### src/verilog/fm_macros.svh
// Sizing and register map of the FM register block
// Register numbers are AXI address bits 9:2, data is the low byte
// The design only works with 32 slots and 8 channels
`ifndef FM_MACROS_SVH
`define FM_MACROS_SVH

`define FM_SLOTS    32
`define FM_CHANNELS 8
`define FM_TA_BITS  10

`define FM_BASE_KEYON 8'h08
`define FM_BASE_TA_HI 8'h10 // Timer A bits 9:2
`define FM_BASE_TA_LO 8'h11 // Timer A bits 1:0
`define FM_BASE_CTRL  8'h14
`define FM_BASE_RL    8'h20 // Channel groups, 8 registers each
`define FM_BASE_KC    8'h28
`define FM_BASE_KF    8'h30
`define FM_BASE_PMS   8'h38
`define FM_BASE_DT1   8'h40 // Operator groups, 32 registers each
`define FM_BASE_TL    8'h60
`define FM_BASE_KS    8'h80
`define FM_BASE_AMSEN 8'hA0
`define FM_BASE_DT2   8'hC0
`define FM_BASE_D1L   8'hE0

`endif

### src/verilog/fm_pkg.sv
// Shared types of the FM register block
// A slot number holds the operator in bits 4:3 and the channel in bits 2:0
`default_nettype none

package fm_pkg;

	typedef logic [4:0] slot_t;
	typedef logic [1:0] op_t;
	typedef logic [2:0] ch_t;

	// Register group of a write, acts as the host opcode
	typedef enum logic [3:0] {
		GRP_NONE,
		GRP_KEYON,
		GRP_TA_HI,
		GRP_TA_LO,
		GRP_CTRL,
		GRP_RL,
		GRP_KC,
		GRP_KF,
		GRP_PMS,
		GRP_DT1,
		GRP_TL,
		GRP_KS,
		GRP_AMSEN,
		GRP_DT2,
		GRP_D1L
	} reg_group_e;

	typedef enum logic [1:0] {
		HOST_IDLE,
		HOST_STROBE,
		HOST_WAIT_BUSY,
		HOST_RESP
	} host_state_e;

endpackage

`default_nettype wire

### src/verilog/fm_host_axil.sv
// AXI4-Lite front end of the FM register block
// One write or read at a time, no outstanding transactions
// Parameter and key-on writes answer only after the register file goes idle
// Every read returns status: busy in bit 7, timer A flag in bit 0
// Writes with wstrb[0] low are acknowledged and ignored
`default_nettype none
`include "fm_macros.svh"

module fm_host_axil (
	input wire clk,
	input wire rst,
	input wire [11:0] awaddr,
	input wire awvalid,
	output logic awready,
	input wire [31:0] wdata,
	input wire [3:0] wstrb,
	input wire wvalid,
	output logic wready,
	output logic [1:0] bresp,
	output logic bvalid,
	input wire bready,
	input wire [11:0] araddr,
	input wire arvalid,
	output logic arready,
	output logic [31:0] rdata,
	output logic [1:0] rresp,
	output logic rvalid,
	input wire rready,
	input wire busy,
	input wire ta_flag,
	output logic [7:0] d_in,
	output fm_pkg::op_t op,
	output fm_pkg::ch_t ch,
	output logic up_rl, up_kc, up_kf, up_pms,
	output logic up_dt1, up_tl, up_ks, up_amsen, up_dt2, up_d1l,
	output logic up_kon,
	output logic [`FM_TA_BITS-1:0] ta_value,
	output logic ta_load,
	output logic ta_clear_flag,
	output logic csm_en
);

	function automatic fm_pkg::reg_group_e decode_group(input logic [7:0] num);
		fm_pkg::reg_group_e g;
		g = fm_pkg::GRP_NONE;
		if (num == `FM_BASE_KEYON) g = fm_pkg::GRP_KEYON;
		else if (num == `FM_BASE_TA_HI) g = fm_pkg::GRP_TA_HI;
		else if (num == `FM_BASE_TA_LO) g = fm_pkg::GRP_TA_LO;
		else if (num == `FM_BASE_CTRL) g = fm_pkg::GRP_CTRL;
		else if ((num & 8'hF8) == `FM_BASE_RL) g = fm_pkg::GRP_RL;
		else if ((num & 8'hF8) == `FM_BASE_KC) g = fm_pkg::GRP_KC;
		else if ((num & 8'hF8) == `FM_BASE_KF) g = fm_pkg::GRP_KF;
		else if ((num & 8'hF8) == `FM_BASE_PMS) g = fm_pkg::GRP_PMS;
		else if ((num & 8'hE0) == `FM_BASE_DT1) g = fm_pkg::GRP_DT1;
		else if ((num & 8'hE0) == `FM_BASE_TL) g = fm_pkg::GRP_TL;
		else if ((num & 8'hE0) == `FM_BASE_KS) g = fm_pkg::GRP_KS;
		else if ((num & 8'hE0) == `FM_BASE_AMSEN) g = fm_pkg::GRP_AMSEN;
		else if ((num & 8'hE0) == `FM_BASE_DT2) g = fm_pkg::GRP_DT2;
		else if ((num & 8'hE0) == `FM_BASE_D1L) g = fm_pkg::GRP_D1L;
		return g;
	endfunction

	fm_pkg::host_state_e state;
	fm_pkg::reg_group_e grp;
	fm_pkg::reg_group_e wr_grp;
	logic accept_w, accept_r, slow_wr, strobe_on;

	assign wr_grp = wstrb[0] ? decode_group(awaddr[9:2]) : fm_pkg::GRP_NONE;
	assign slow_wr = !(wr_grp inside {fm_pkg::GRP_NONE, fm_pkg::GRP_TA_HI,
		fm_pkg::GRP_TA_LO, fm_pkg::GRP_CTRL}); // Needs a register file round

	assign accept_w = state == fm_pkg::HOST_IDLE && awvalid && wvalid && !rvalid;
	assign accept_r = state == fm_pkg::HOST_IDLE && arvalid && !rvalid && !(awvalid && wvalid);
	assign awready = accept_w;
	assign wready = accept_w;
	assign arready = accept_r; // Status is the only word, araddr is not decoded
	assign bvalid = state == fm_pkg::HOST_RESP;
	assign bresp = 2'b00;
	assign rresp = 2'b00;

	// Parameter strobes span the whole wait for the register file
	assign strobe_on = state == fm_pkg::HOST_STROBE || state == fm_pkg::HOST_WAIT_BUSY;
	assign up_rl = strobe_on && grp == fm_pkg::GRP_RL;
	assign up_kc = strobe_on && grp == fm_pkg::GRP_KC;
	assign up_kf = strobe_on && grp == fm_pkg::GRP_KF;
	assign up_pms = strobe_on && grp == fm_pkg::GRP_PMS;
	assign up_dt1 = strobe_on && grp == fm_pkg::GRP_DT1;
	assign up_tl = strobe_on && grp == fm_pkg::GRP_TL;
	assign up_ks = strobe_on && grp == fm_pkg::GRP_KS;
	assign up_amsen = strobe_on && grp == fm_pkg::GRP_AMSEN;
	assign up_dt2 = strobe_on && grp == fm_pkg::GRP_DT2;
	assign up_d1l = strobe_on && grp == fm_pkg::GRP_D1L;
	assign up_kon = state == fm_pkg::HOST_STROBE && grp == fm_pkg::GRP_KEYON; // Single cycle

	always_ff @(posedge clk) begin
		if (rst) begin
			state <= fm_pkg::HOST_IDLE;
			grp <= fm_pkg::GRP_NONE;
			ta_load <= 1'b0;
			ta_clear_flag <= 1'b0;
			csm_en <= 1'b0;
			rvalid <= 1'b0;
		end else begin
			ta_load <= 1'b0;
			ta_clear_flag <= 1'b0;
			case (state)
				fm_pkg::HOST_IDLE: begin
					if (accept_w) begin
						grp <= wr_grp;
						state <= slow_wr ? fm_pkg::HOST_STROBE : fm_pkg::HOST_RESP;
						if (wr_grp == fm_pkg::GRP_CTRL) begin
							ta_load <= wdata[0];
							ta_clear_flag <= wdata[4];
							csm_en <= wdata[7];
						end
					end
				end
				fm_pkg::HOST_STROBE: begin
					// Key-on raises busy on its own next cycle
					if (grp == fm_pkg::GRP_KEYON || busy)
						state <= fm_pkg::HOST_WAIT_BUSY;
				end
				fm_pkg::HOST_WAIT_BUSY: begin
					if (!busy)
						state <= fm_pkg::HOST_RESP;
				end
				fm_pkg::HOST_RESP: begin
					if (bready)
						state <= fm_pkg::HOST_IDLE;
				end
			endcase
			if (accept_r)
				rvalid <= 1'b1;
			else if (rready)
				rvalid <= 1'b0;
		end
	end

	always_ff @(posedge clk) begin
		if (accept_w) begin
			d_in <= wdata[7:0];
			op <= awaddr[6:5]; // Register number bits 4:3
			ch <= awaddr[4:2];
			if (wr_grp == fm_pkg::GRP_TA_HI)
				ta_value[9:2] <= wdata[7:0];
			if (wr_grp == fm_pkg::GRP_TA_LO)
				ta_value[1:0] <= wdata[1:0];
		end
		if (accept_r)
			rdata <= {24'd0, busy, 6'd0, ta_flag};
	end

endmodule

`default_nettype wire

### src/verilog/fm_reg_file.sv
// Operator and channel parameter store of the FM engine
// The slot counter never stops, parameters of slot cur are valid in that cycle
// Memories have no reset, unwritten slots read undefined
// A parameter strobe must stay high for one full round of 32 slots
`default_nettype none
`include "fm_macros.svh"

module fm_reg_file (
	input wire clk,
	input wire rst,
	input wire [7:0] d_in,
	input wire up_rl, up_kc, up_kf, up_pms,
	input wire up_dt1, up_tl, up_ks, up_amsen, up_dt2, up_d1l,
	input wire up_kon,
	input wire fm_pkg::op_t op,
	input wire fm_pkg::ch_t ch,
	input wire csm_en,
	input wire csm_trig,
	output logic busy,
	output fm_pkg::slot_t cur_slot,
	output logic zero,
	output logic [1:0] rl_out,
	output logic [2:0] fb_out,
	output logic [2:0] con_out,
	output logic [6:0] kc_out,
	output logic [5:0] kf_out,
	output logic [2:0] pms_out,
	output logic [1:0] ams_out,
	output logic [2:0] dt1_out,
	output logic [3:0] mul_out,
	output logic [6:0] tl_out,
	output logic [1:0] ks_out,
	output logic [4:0] ar_out,
	output logic amsen_out,
	output logic [4:0] d1r_out,
	output logic [1:0] dt2_out,
	output logic [4:0] d2r_out,
	output logic [3:0] d1l_out,
	output logic [3:0] rr_out,
	output logic kon_out,
	output logic koff_out
);

	fm_pkg::slot_t cur, next, busy_start;
	logic up_any, up_last, busy_op, busy_kon;
	logic kon, koff, csm_kon, csm_koff;
	logic [4:0] csm_cnt;
	fm_pkg::op_t kon_step;
	fm_pkg::ch_t kon_ch;
	logic [3:0] kon_mask; // Indexed by operator field
	logic [41:0] op_mem [`FM_SLOTS];
	logic [25:0] ch_mem [`FM_CHANNELS];
	logic [41:0] op_word, op_merge;
	logic [25:0] ch_word, ch_merge;
	logic op_wr, ch_wr;

	assign next = cur + 1'b1;
	assign cur_slot = cur;
	assign busy = busy_op | busy_kon;
	assign up_any = |{up_rl, up_kc, up_kf, up_pms, up_dt1, up_tl, up_ks, up_amsen,
		up_dt2, up_d1l};

	// CSM phases override the key-on sequencer
	assign kon_out = csm_kon | (kon & !csm_koff);
	assign koff_out = csm_koff | (koff & !csm_kon);

	always_ff @(posedge clk) begin
		if (rst) begin
			cur <= '0;
			zero <= 1'b0;
			up_last <= 1'b0;
			busy_op <= 1'b0;
		end else begin
			cur <= next;
			zero <= cur == 5'd0;
			up_last <= up_any;
			if (up_any && !up_last) begin
				busy_op <= 1'b1;
				busy_start <= cur; // Busy for one round from here
			end else if (busy_op && busy_start == cur) begin
				busy_op <= 1'b0;
			end
		end
	end

	// Key-on visits M2, C1, C2, M1 at operator fields 1, 2, 3, 0
	always_ff @(posedge clk) begin
		if (rst) begin
			busy_kon <= 1'b0;
			kon_step <= '0;
			kon <= 1'b0;
			koff <= 1'b0;
		end else begin
			kon <= 1'b0;
			koff <= 1'b0;
			if (up_kon) begin
				busy_kon <= 1'b1;
				kon_step <= 2'd1;
			end else if (busy_kon && next == {kon_step, kon_ch}) begin
				kon <= kon_mask[kon_step];
				koff <= !kon_mask[kon_step];
				kon_step <= kon_step + 1'b1;
				if (kon_step == 2'd0)
					busy_kon <= 1'b0; // M1 is the last one
			end
		end
	end

	always_ff @(posedge clk) begin
		if (up_kon) begin
			kon_ch <= d_in[2:0];
			kon_mask <= {d_in[6], d_in[4], d_in[5], d_in[3]}; // C2 C1 M2 M1
		end
	end

	always_ff @(posedge clk) begin
		if (rst) begin
			csm_kon <= 1'b0;
			csm_koff <= 1'b0;
			csm_cnt <= '0;
		end else if (csm_en && csm_trig) begin
			csm_kon <= 1'b1;
			csm_koff <= 1'b0;
			csm_cnt <= '0;
		end else if (csm_kon || csm_koff) begin
			csm_cnt <= csm_cnt + 1'b1;
			if (&csm_cnt) begin
				csm_koff <= csm_kon; // Key-off phase follows key-on
				csm_kon <= 1'b0;
			end
		end
	end

	assign {dt1_out, mul_out, tl_out, ks_out, ar_out, amsen_out, d1r_out,
		dt2_out, d2r_out, d1l_out, rr_out} = op_word;
	assign {rl_out, fb_out, con_out, kc_out, kf_out, pms_out, ams_out} = ch_word;

	always_comb begin
		op_merge = op_word;
		if (up_dt1)
			op_merge[41:35] = d_in[6:0];
		if (up_tl)
			op_merge[34:28] = d_in[6:0];
		if (up_ks)
			op_merge[27:21] = {d_in[7:6], d_in[4:0]};
		if (up_amsen)
			op_merge[20:15] = {d_in[7], d_in[4:0]};
		if (up_dt2)
			op_merge[14:8] = {d_in[7:6], d_in[4:0]};
		if (up_d1l)
			op_merge[7:0] = d_in;
		ch_merge = ch_word;
		if (up_rl)
			ch_merge[25:18] = d_in;
		if (up_kc)
			ch_merge[17:11] = d_in[6:0];
		if (up_kf)
			ch_merge[10:5] = d_in[7:2];
		if (up_pms)
			ch_merge[4:0] = {d_in[6:4], d_in[1:0]};
	end

	assign op_wr = {op, ch} == cur && |{up_dt1, up_tl, up_ks, up_amsen, up_dt2, up_d1l};
	assign ch_wr = ch == cur[2:0] && |{up_rl, up_kc, up_kf, up_pms};

	// Read one slot ahead, write back the current slot
	always_ff @(posedge clk) begin
		op_word <= op_mem[next];
		ch_word <= ch_mem[next[2:0]];
		if (op_wr)
			op_mem[cur] <= op_merge;
		if (ch_wr)
			ch_mem[cur[2:0]] <= ch_merge;
	end

endmodule

`default_nettype wire

### src/verilog/fm_reg_top.sv
// FM register block: AXI4-Lite host, timer A and parameter store
// Parameters of slot number slot are presented in the same cycle
`default_nettype none
`include "fm_macros.svh"

module fm_reg_top (
	input wire clk,
	input wire rst,
	input wire [11:0] awaddr,
	input wire awvalid,
	output wire awready,
	input wire [31:0] wdata,
	input wire [3:0] wstrb,
	input wire wvalid,
	output wire wready,
	output wire [1:0] bresp,
	output wire bvalid,
	input wire bready,
	input wire [11:0] araddr,
	input wire arvalid,
	output wire arready,
	output wire [31:0] rdata,
	output wire [1:0] rresp,
	output wire rvalid,
	input wire rready,
	output fm_pkg::slot_t slot,
	output wire [1:0] rl,
	output wire [2:0] fb, con,
	output wire [6:0] kc,
	output wire [5:0] kf,
	output wire [2:0] pms,
	output wire [1:0] ams,
	output wire [2:0] dt1,
	output wire [3:0] mul,
	output wire [6:0] tl,
	output wire [1:0] ks,
	output wire [4:0] ar,
	output wire amsen,
	output wire [4:0] d1r,
	output wire [1:0] dt2,
	output wire [4:0] d2r,
	output wire [3:0] d1l, rr,
	output wire kon_out,
	output wire koff_out
);

	wire [7:0] d_in;
	wire fm_pkg::op_t op;
	wire fm_pkg::ch_t ch;
	wire up_rl, up_kc, up_kf, up_pms, up_kon;
	wire up_dt1, up_tl, up_ks, up_amsen, up_dt2, up_d1l;
	wire busy, csm_en, round_tick;
	wire [`FM_TA_BITS-1:0] ta_value;
	wire ta_load, ta_clear_flag, ta_ovf, ta_flag;

	fm_host_axil host_i (.*);

	fm_timer_a timer_i (.*); // Ticks once per slot round

	fm_reg_file regs_i (
		.*,
		.csm_trig(ta_ovf),
		.cur_slot(slot),
		.zero(round_tick),
		.rl_out(rl), .fb_out(fb), .con_out(con),
		.kc_out(kc), .kf_out(kf), .pms_out(pms), .ams_out(ams),
		.dt1_out(dt1), .mul_out(mul), .tl_out(tl),
		.ks_out(ks), .ar_out(ar), .amsen_out(amsen), .d1r_out(d1r),
		.dt2_out(dt2), .d2r_out(d2r), .d1l_out(d1l), .rr_out(rr)
	);

endmodule

`default_nettype wire

### src/verilog/fm_timer_a.sv
// Timer A, counts full slot rounds
// Stopped after reset until the first load
// Overflow reloads the counter, so the period is 1024 minus the value rounds
`default_nettype none
`include "fm_macros.svh"

module fm_timer_a (
	input wire clk,
	input wire rst,
	input wire round_tick,
	input wire [`FM_TA_BITS-1:0] ta_value,
	input wire ta_load,
	input wire ta_clear_flag,
	output logic ta_ovf,
	output logic ta_flag
);

	logic [`FM_TA_BITS-1:0] cnt;
	logic running;
	logic wrap;

	assign wrap = running && round_tick && (&cnt); // Tick that passes the top

	always_ff @(posedge clk) begin
		if (rst) begin
			cnt <= '0;
			running <= 1'b0;
			ta_ovf <= 1'b0;
			ta_flag <= 1'b0;
		end else begin
			ta_ovf <= wrap;
			if (ta_load) begin
				cnt <= ta_value;
				running <= 1'b1;
			end else if (wrap) begin
				cnt <= ta_value;
			end else if (running && round_tick) begin
				cnt <= cnt + 1'b1;
			end
			if (wrap)
				ta_flag <= 1'b1; // Set beats clear
			else if (ta_clear_flag)
				ta_flag <= 1'b0;
		end
	end

endmodule

`default_nettype wire
### config.mk
export PLATFORM = sky130hd
export DESIGN_NAME = fm_reg_top
export DESIGN_NICKNAME = d
export VERILOG_FILES = /design/src/verilog/fm_pkg.sv /design/src/verilog/fm_host_axil.sv /design/src/verilog/fm_reg_file.sv /design/src/verilog/fm_reg_top.sv /design/src/verilog/fm_timer_a.sv
export VERILOG_INCLUDE_DIRS = /design/src /design/src/verilog
export SDC_FILE = /design/constraint.sdc
export NUM_CORES = 2
export LEC_CHECK = 0
export BUFFER_PORTS_ARGS = -buffer_cell sky130_fd_sc_hd__buf_2
export CORE_ASPECT_RATIO = 0.9
export CORE_MARGIN = 10
export CORE_UTILIZATION = 55
export CTS_CLUSTER_SIZE = 14
export DETAILED_ROUTE_END_ITERATION = 10
export GPL_ROUTABILITY_DRIVEN = 0
export PLACE_DENSITY = 0.81
export SLEW_MARGIN = 30
export SYNTH_ARGS = -nofsm -noshare
export SYNTH_HDL_FRONTEND = slang
export SYNTH_HIERARCHICAL = 1
export SYNTH_SLANG_ARGS = --single-unit
### constraint.sdc
create_clock -name clk -period 10.8 [get_ports clk]
set_input_delay 0 -clock clk [delete_from_list [all_inputs] [get_ports clk]]
set_output_delay 0 -clock clk [all_outputs]
set_load 0.05 [all_outputs]
==> results.md <==
Yosys:
- In this run, synthesis inferred about 1600 flip-flops with an integrated enable.
- Yosys mapped the design onto just under 80 distinct sky130hd cell types.
- The share of the Yosys chip area taken by registers is 0.754.
- The synthesized area divided by synthesized cell count is 21.6 um2.
- The prevailing post-synth register cell is edfxtp_1.
- The synthesized instance count is between 3000 and 4000.
- The synthesized design contains between 1500 and 2000 register bits.
- The number of warnings printed during yosys synthesis is 6.
- The fraction of registers with async set/reset is 0.
- The synthesized netlist occupies a cell area of about 66000 um2.

Clock tree:
- The clock passes through at most 3 buffers.
- Buffers inserted during clock tree synthesis total around 150.
- TritonCTS built the clock tree.
- For the worst-skew pair, the clock arrives at the later sink with an insertion delay of 790 ps.
- The clock transition at the register clock pins on the worst setup and hold paths after CTS is about 60 ps.
- Clock tree synthesis selected as its root buffer the cell clkbuf_16.
- The total of cells resized after clock tree synthesis is 0.
- Counting every sink on the clock net gives 1700.
- The number of H-tree levels is 4.

STA:
- The final hold violation count is 0.
- Headroom to the max-slew limit came out at 0.278.
- Clock skew on the completed layout was measured at 24.9 ps.
- The max-slew violation count is 0.
- Setup repair after global routing left no endpoint under its margin.
- The achievable frequency is 186 MHz.
- For the pin with the worst max-slew slack, the measured transition is roughly 1100 ps.
- Dividing the final minimum period by the clock period gives 0.497.
- The routed design could run at a clock period as short as roughly 5400 ps.
- Setup violations remaining at the end of the flow were counted as 0.
- Setup total negative slack on the finished layout was measured at 0 ps.

Routing:
- The detailed router finished its first iteration with 4948 violations.
- After detailed routing, the number of remaining DRC violations is 0.
- The routed wire length is around 160000 um.
- The final route contains ~33000 vias.
- The remaining antenna violation count after routing is 0.
- After detailed routing, the number of vias per cell comes to ~6.6.
- For this run, the detailed router's first-pass iteration total came to 6.
- After detailed routing, the met3 layer carries roughly 19000 um of wire.
- Signal routing reaches up to met4.
- The detailed-routing wirelength on met1 is about 58000 um.
- The met2 wire length is 78000 um.
- The average wire per standard cell is ~32 um.

Floorplanning:
- The number of rows created at floorplan is 120.
- The floorplan die area is approximately 130000 um2.
- The placeable core region is ~120000 um2.
- The y dimension of the die is between 300 and 400 um.
- The x dimension of the die is ~390 um.
- During I/O placement, the number of pins put on the boundary was roughly 180.
- The initial utilization of the core area, before any placement, comes to 0.555.

Power:
- The analysis attributes to cell leakage a power of approximately 23 nW.
- The power density over the cells is between 150 and 200 nW/um2.
- The power share of the combinational group is 0.109.
- The fraction of power consumed by the clock network is 0.365.
- The share of total power dissipated in sequential elements is 0.526.
- The largest voltage drop on the vdd net is ~0.17 mV.
- Of the total power, the share spent switching nets is 0.237.
- In this run the power spent charging and discharging nets is 3.44 mW.
- The internal power is approximately 11 mW.

Critical path:
- The maximum fanout along the worst path is 26.
- The endpoint identified for the worst register-to-register timing path is regs_i/op_mem[18][26].
- The kind of end point of the critical path is a flop.
- The number of cells on the worst reg-to-reg path is 10.
- The path type of the worst setup path is flop to flop.
- The internal reg-to-reg setup slack is roughly 5400 ps.
- STA classifies the critical path startpoint as a flop.
- The data arrival at the endpoint of the critical path is between 5000 and 6000 ps.
- At the worst endpoint, the required time is between 10000 and 15000 ps.
- The worst register-to-register path begins at host_i/state[1].

Min path:
- The kind of path behind the tightest hold check is primary input to flop.
- The worst hold path begins at awaddr[2].
- The hold-critical path depth is 2.
- The hold path endpoint is host_i/ch[0].

Global route:
- The via count of the first global-routing pass is approximately 33000.
- The first global-routing pass estimated between 200000 and 250000 um of wire.
- Entering global routing, the biggest net connects 150 pins.
- The number of antenna violations at the first check in global routing was 5.
- The total congestion overflow after global routing is 0.
- In the global route stage, overall resource usage came out at 0.236.

Job:
- Max-cap violations in this run came to 0.

Finish:
- The proportion of layout cells with a drive suffix above 1 is 0.310.
- The final layout contains approximately 3400 nets.
- The area overhead of the layout relative to synthesis is 11.6%.
- The count of cells in the finished layout, fillers not included, comes to ~5000.
- The share of the core filled with cells is 0.619.
- The summed area of non-filler cells in the final layout is roughly 74000 um2.

Placed design:
- Buffers placed on the I/O ports in this run total between 100 and 150.
- The number of placed cells counting well taps is ~4700.
- The post-place instance area is approximately 70000 um2.
- The half-perimeter wire length of the detailed placement result is roughly 76000 um.

Outcome:
- The run finished with clean final reports.
## worst max-delay path: stages, from the launching register on
cell,delay [ps]
dfxtp_1,410
inv_1,90
ha_1,370
nand3b_1,180
nor2_1,130
buf_4,280
nor4_1,110
a211oi_1,750
nand3_1,850
nor2_4,1060
buf_4,620
## placed cells by master, fill, tap and decap left out, drive strengths merged, types with 23 or more instances in the layout
master	n
conb	34
mux2i	45
dfxtp	111
edfxtp	1589
nor2b	52
a211oi	49
clkinv	30
inv	27
a2111oi	42
clkbuf	236
nand2	27
dlygate4sd3	43
mux4	389
a21oi	99
buf	180
mux2	178
nor2	74
nand3	23
## cell families (layout without fill, tap and decap cells)
logic type | Yosys count | after routing | share of synthesized area
compound gates | 249 | 249 | 0.0299
mux | 612 | 612 | 0.169
fa+ha+maj | 12 | 12 | 0.00227
xor+xnor | 28 | 28 | 0.00404
flops | 1700 | 1700 | 0.754
simple gates | 247 | 247 | 0.0200
buf+inv | 222 | 525 | 0.0200
other cells | 1 | 36 | 0.0000566
## Yosys cell counts, drive strengths merged (2+ instances only)
| cell | count | area, um2 |
|---|---|---|
| a2111oi | 42 | 613 |
| a211oi | 49 | 378 |
| a21boi | 5 | 45.0 |
| a21o | 4 | 32.5 |
| a21oi | 99 | 495 |
| a22oi | 2 | 15.0 |
| a311oi | 3 | 32.5 |
| a31o | 2 | 17.5 |
| a31oi | 6 | 37.5 |
| a32oi | 2 | 25.0 |
| and2 | 3 | 18.8 |
| and3 | 7 | 46.3 |
| and3b | 2 | 17.5 |
| and4 | 2 | 17.5 |
| buf | 157 | 1070 |
| clkbuf | 44 | 169 |
| dfxtp | 111 | 2220 |
| edfxtp | 1589 | 47700 |
| ha | 12 | 150 |
| inv | 21 | 78.8 |
| mux2 | 178 | 2000 |
| mux2i | 45 | 450 |
| mux4 | 389 | 8760 |
| nand2 | 27 | 101 |
| nand2b | 8 | 50.1 |
| nand3 | 23 | 125 |
| nand3b | 6 | 45.0 |
| nand4 | 5 | 31.3 |
| nor2 | 74 | 278 |
| nor2b | 52 | 325 |
| nor3 | 14 | 80.1 |
| nor3b | 5 | 37.5 |
| nor4 | 5 | 37.5 |
| nor4b | 2 | 17.5 |
| o21a | 2 | 15.0 |
| o21ai | 16 | 80.1 |
| o32ai | 2 | 17.5 |
| o41ai | 5 | 85.1 |
| or3 | 5 | 37.5 |
| or3b | 2 | 17.5 |
| or4 | 3 | 22.5 |
| xnor2 | 11 | 104 |
| xor2 | 16 | 140 |
## routing by layer
| layer | vias up | track usage |
|---|---|---|
| met5 | - | 0 |
| met4 | 0 | 0.0826 |
| met3 | 349 | 0.0528 |
| met2 | 2469 | 0.374 |
| met1 | 17172 | 0.324 |
| li1 | 13153 | - |
## power by group through the flow
| stage | Clock [mW] | Combinational [mW] | Sequential [mW] |
|---|---|---|---|
| after detailed placement | 0 | 1.53 | 7.78 |
| after global placement | 0 | 1.48 | 7.78 |
| after floorplan | 0 | 0.966 | 7.94 |
| after CTS | 5.35 | 1.57 | 7.64 |
| final | 5.30 | 1.58 | 7.64 |
| after global routing | 5.60 | 1.67 | 7.65 |
## worst max-delay path by stage
stage / from / end / slack (ps) / cells after the start
2_1_floorplan: host_i/state[0] / regs_i/op_mem[15][0] / 6450 / 9
3_3_place_gp: host_i/state[1] / regs_i/op_mem[18][31] / 5800 / 10
3_5_place_dp: host_i/state[1] / regs_i/op_mem[18][25] / 5690 / 10
4_1_cts: host_i/state[1] / regs_i/op_mem[17][25] / 5600 / 10
5_1_grt: host_i/state[1] / regs_i/op_mem[18][26] / 5270 / 10
6_report: host_i/state[1] / regs_i/op_mem[18][26] / 5440 / 10
## timing repair
action                                 in CTS  in global routing
endpoints found under the hold margin      71                  0
hold buffers                               43                  0
buffers inserted                            0                  0
## state kept, by name, indices dropped and copies added (netlist names), 5 cells and up
signal and cells:
regs_i/op_mem 1344, regs_i/ch_mem 208, regs_i/op_word 42, regs_i/ch_word 26, host_i/ta_value 10, timer_i/cnt 10
host_i/d_in 8, regs_i/busy_start 5, regs_i/csm_cnt 5, regs_i/cur_slot 5
## metrics by stage
stage                     hold slack (ps)  worst slack (ps)  total power, mW
after global placement                197              5800             9.25
after floorplan                      71.6              6450             8.90
after CTS                            4.25              5600             14.6
after detailed placement              197              5690             9.31
final                                74.0              5440             14.5
after global routing                 65.1              5270             14.9
## final cells by class
| class | instances | area (um2) |
|---|---|---|
| diodes | 2 | 5.00 |
| flip-flops and latches | 1700 | 49900 |
| inverters | 21 | 78.8 |
| fillers | 7632 | 45400 |
| clock inverters | 45 | 442 |
| repair buffers | 223 | 1610 |
| well taps | 1586 | 1980 |
| multi-input cells | 1182 | 15400 |
| clock buffers | 236 | 4370 |
Note: power is estimated with default switching activity, not from simulation.
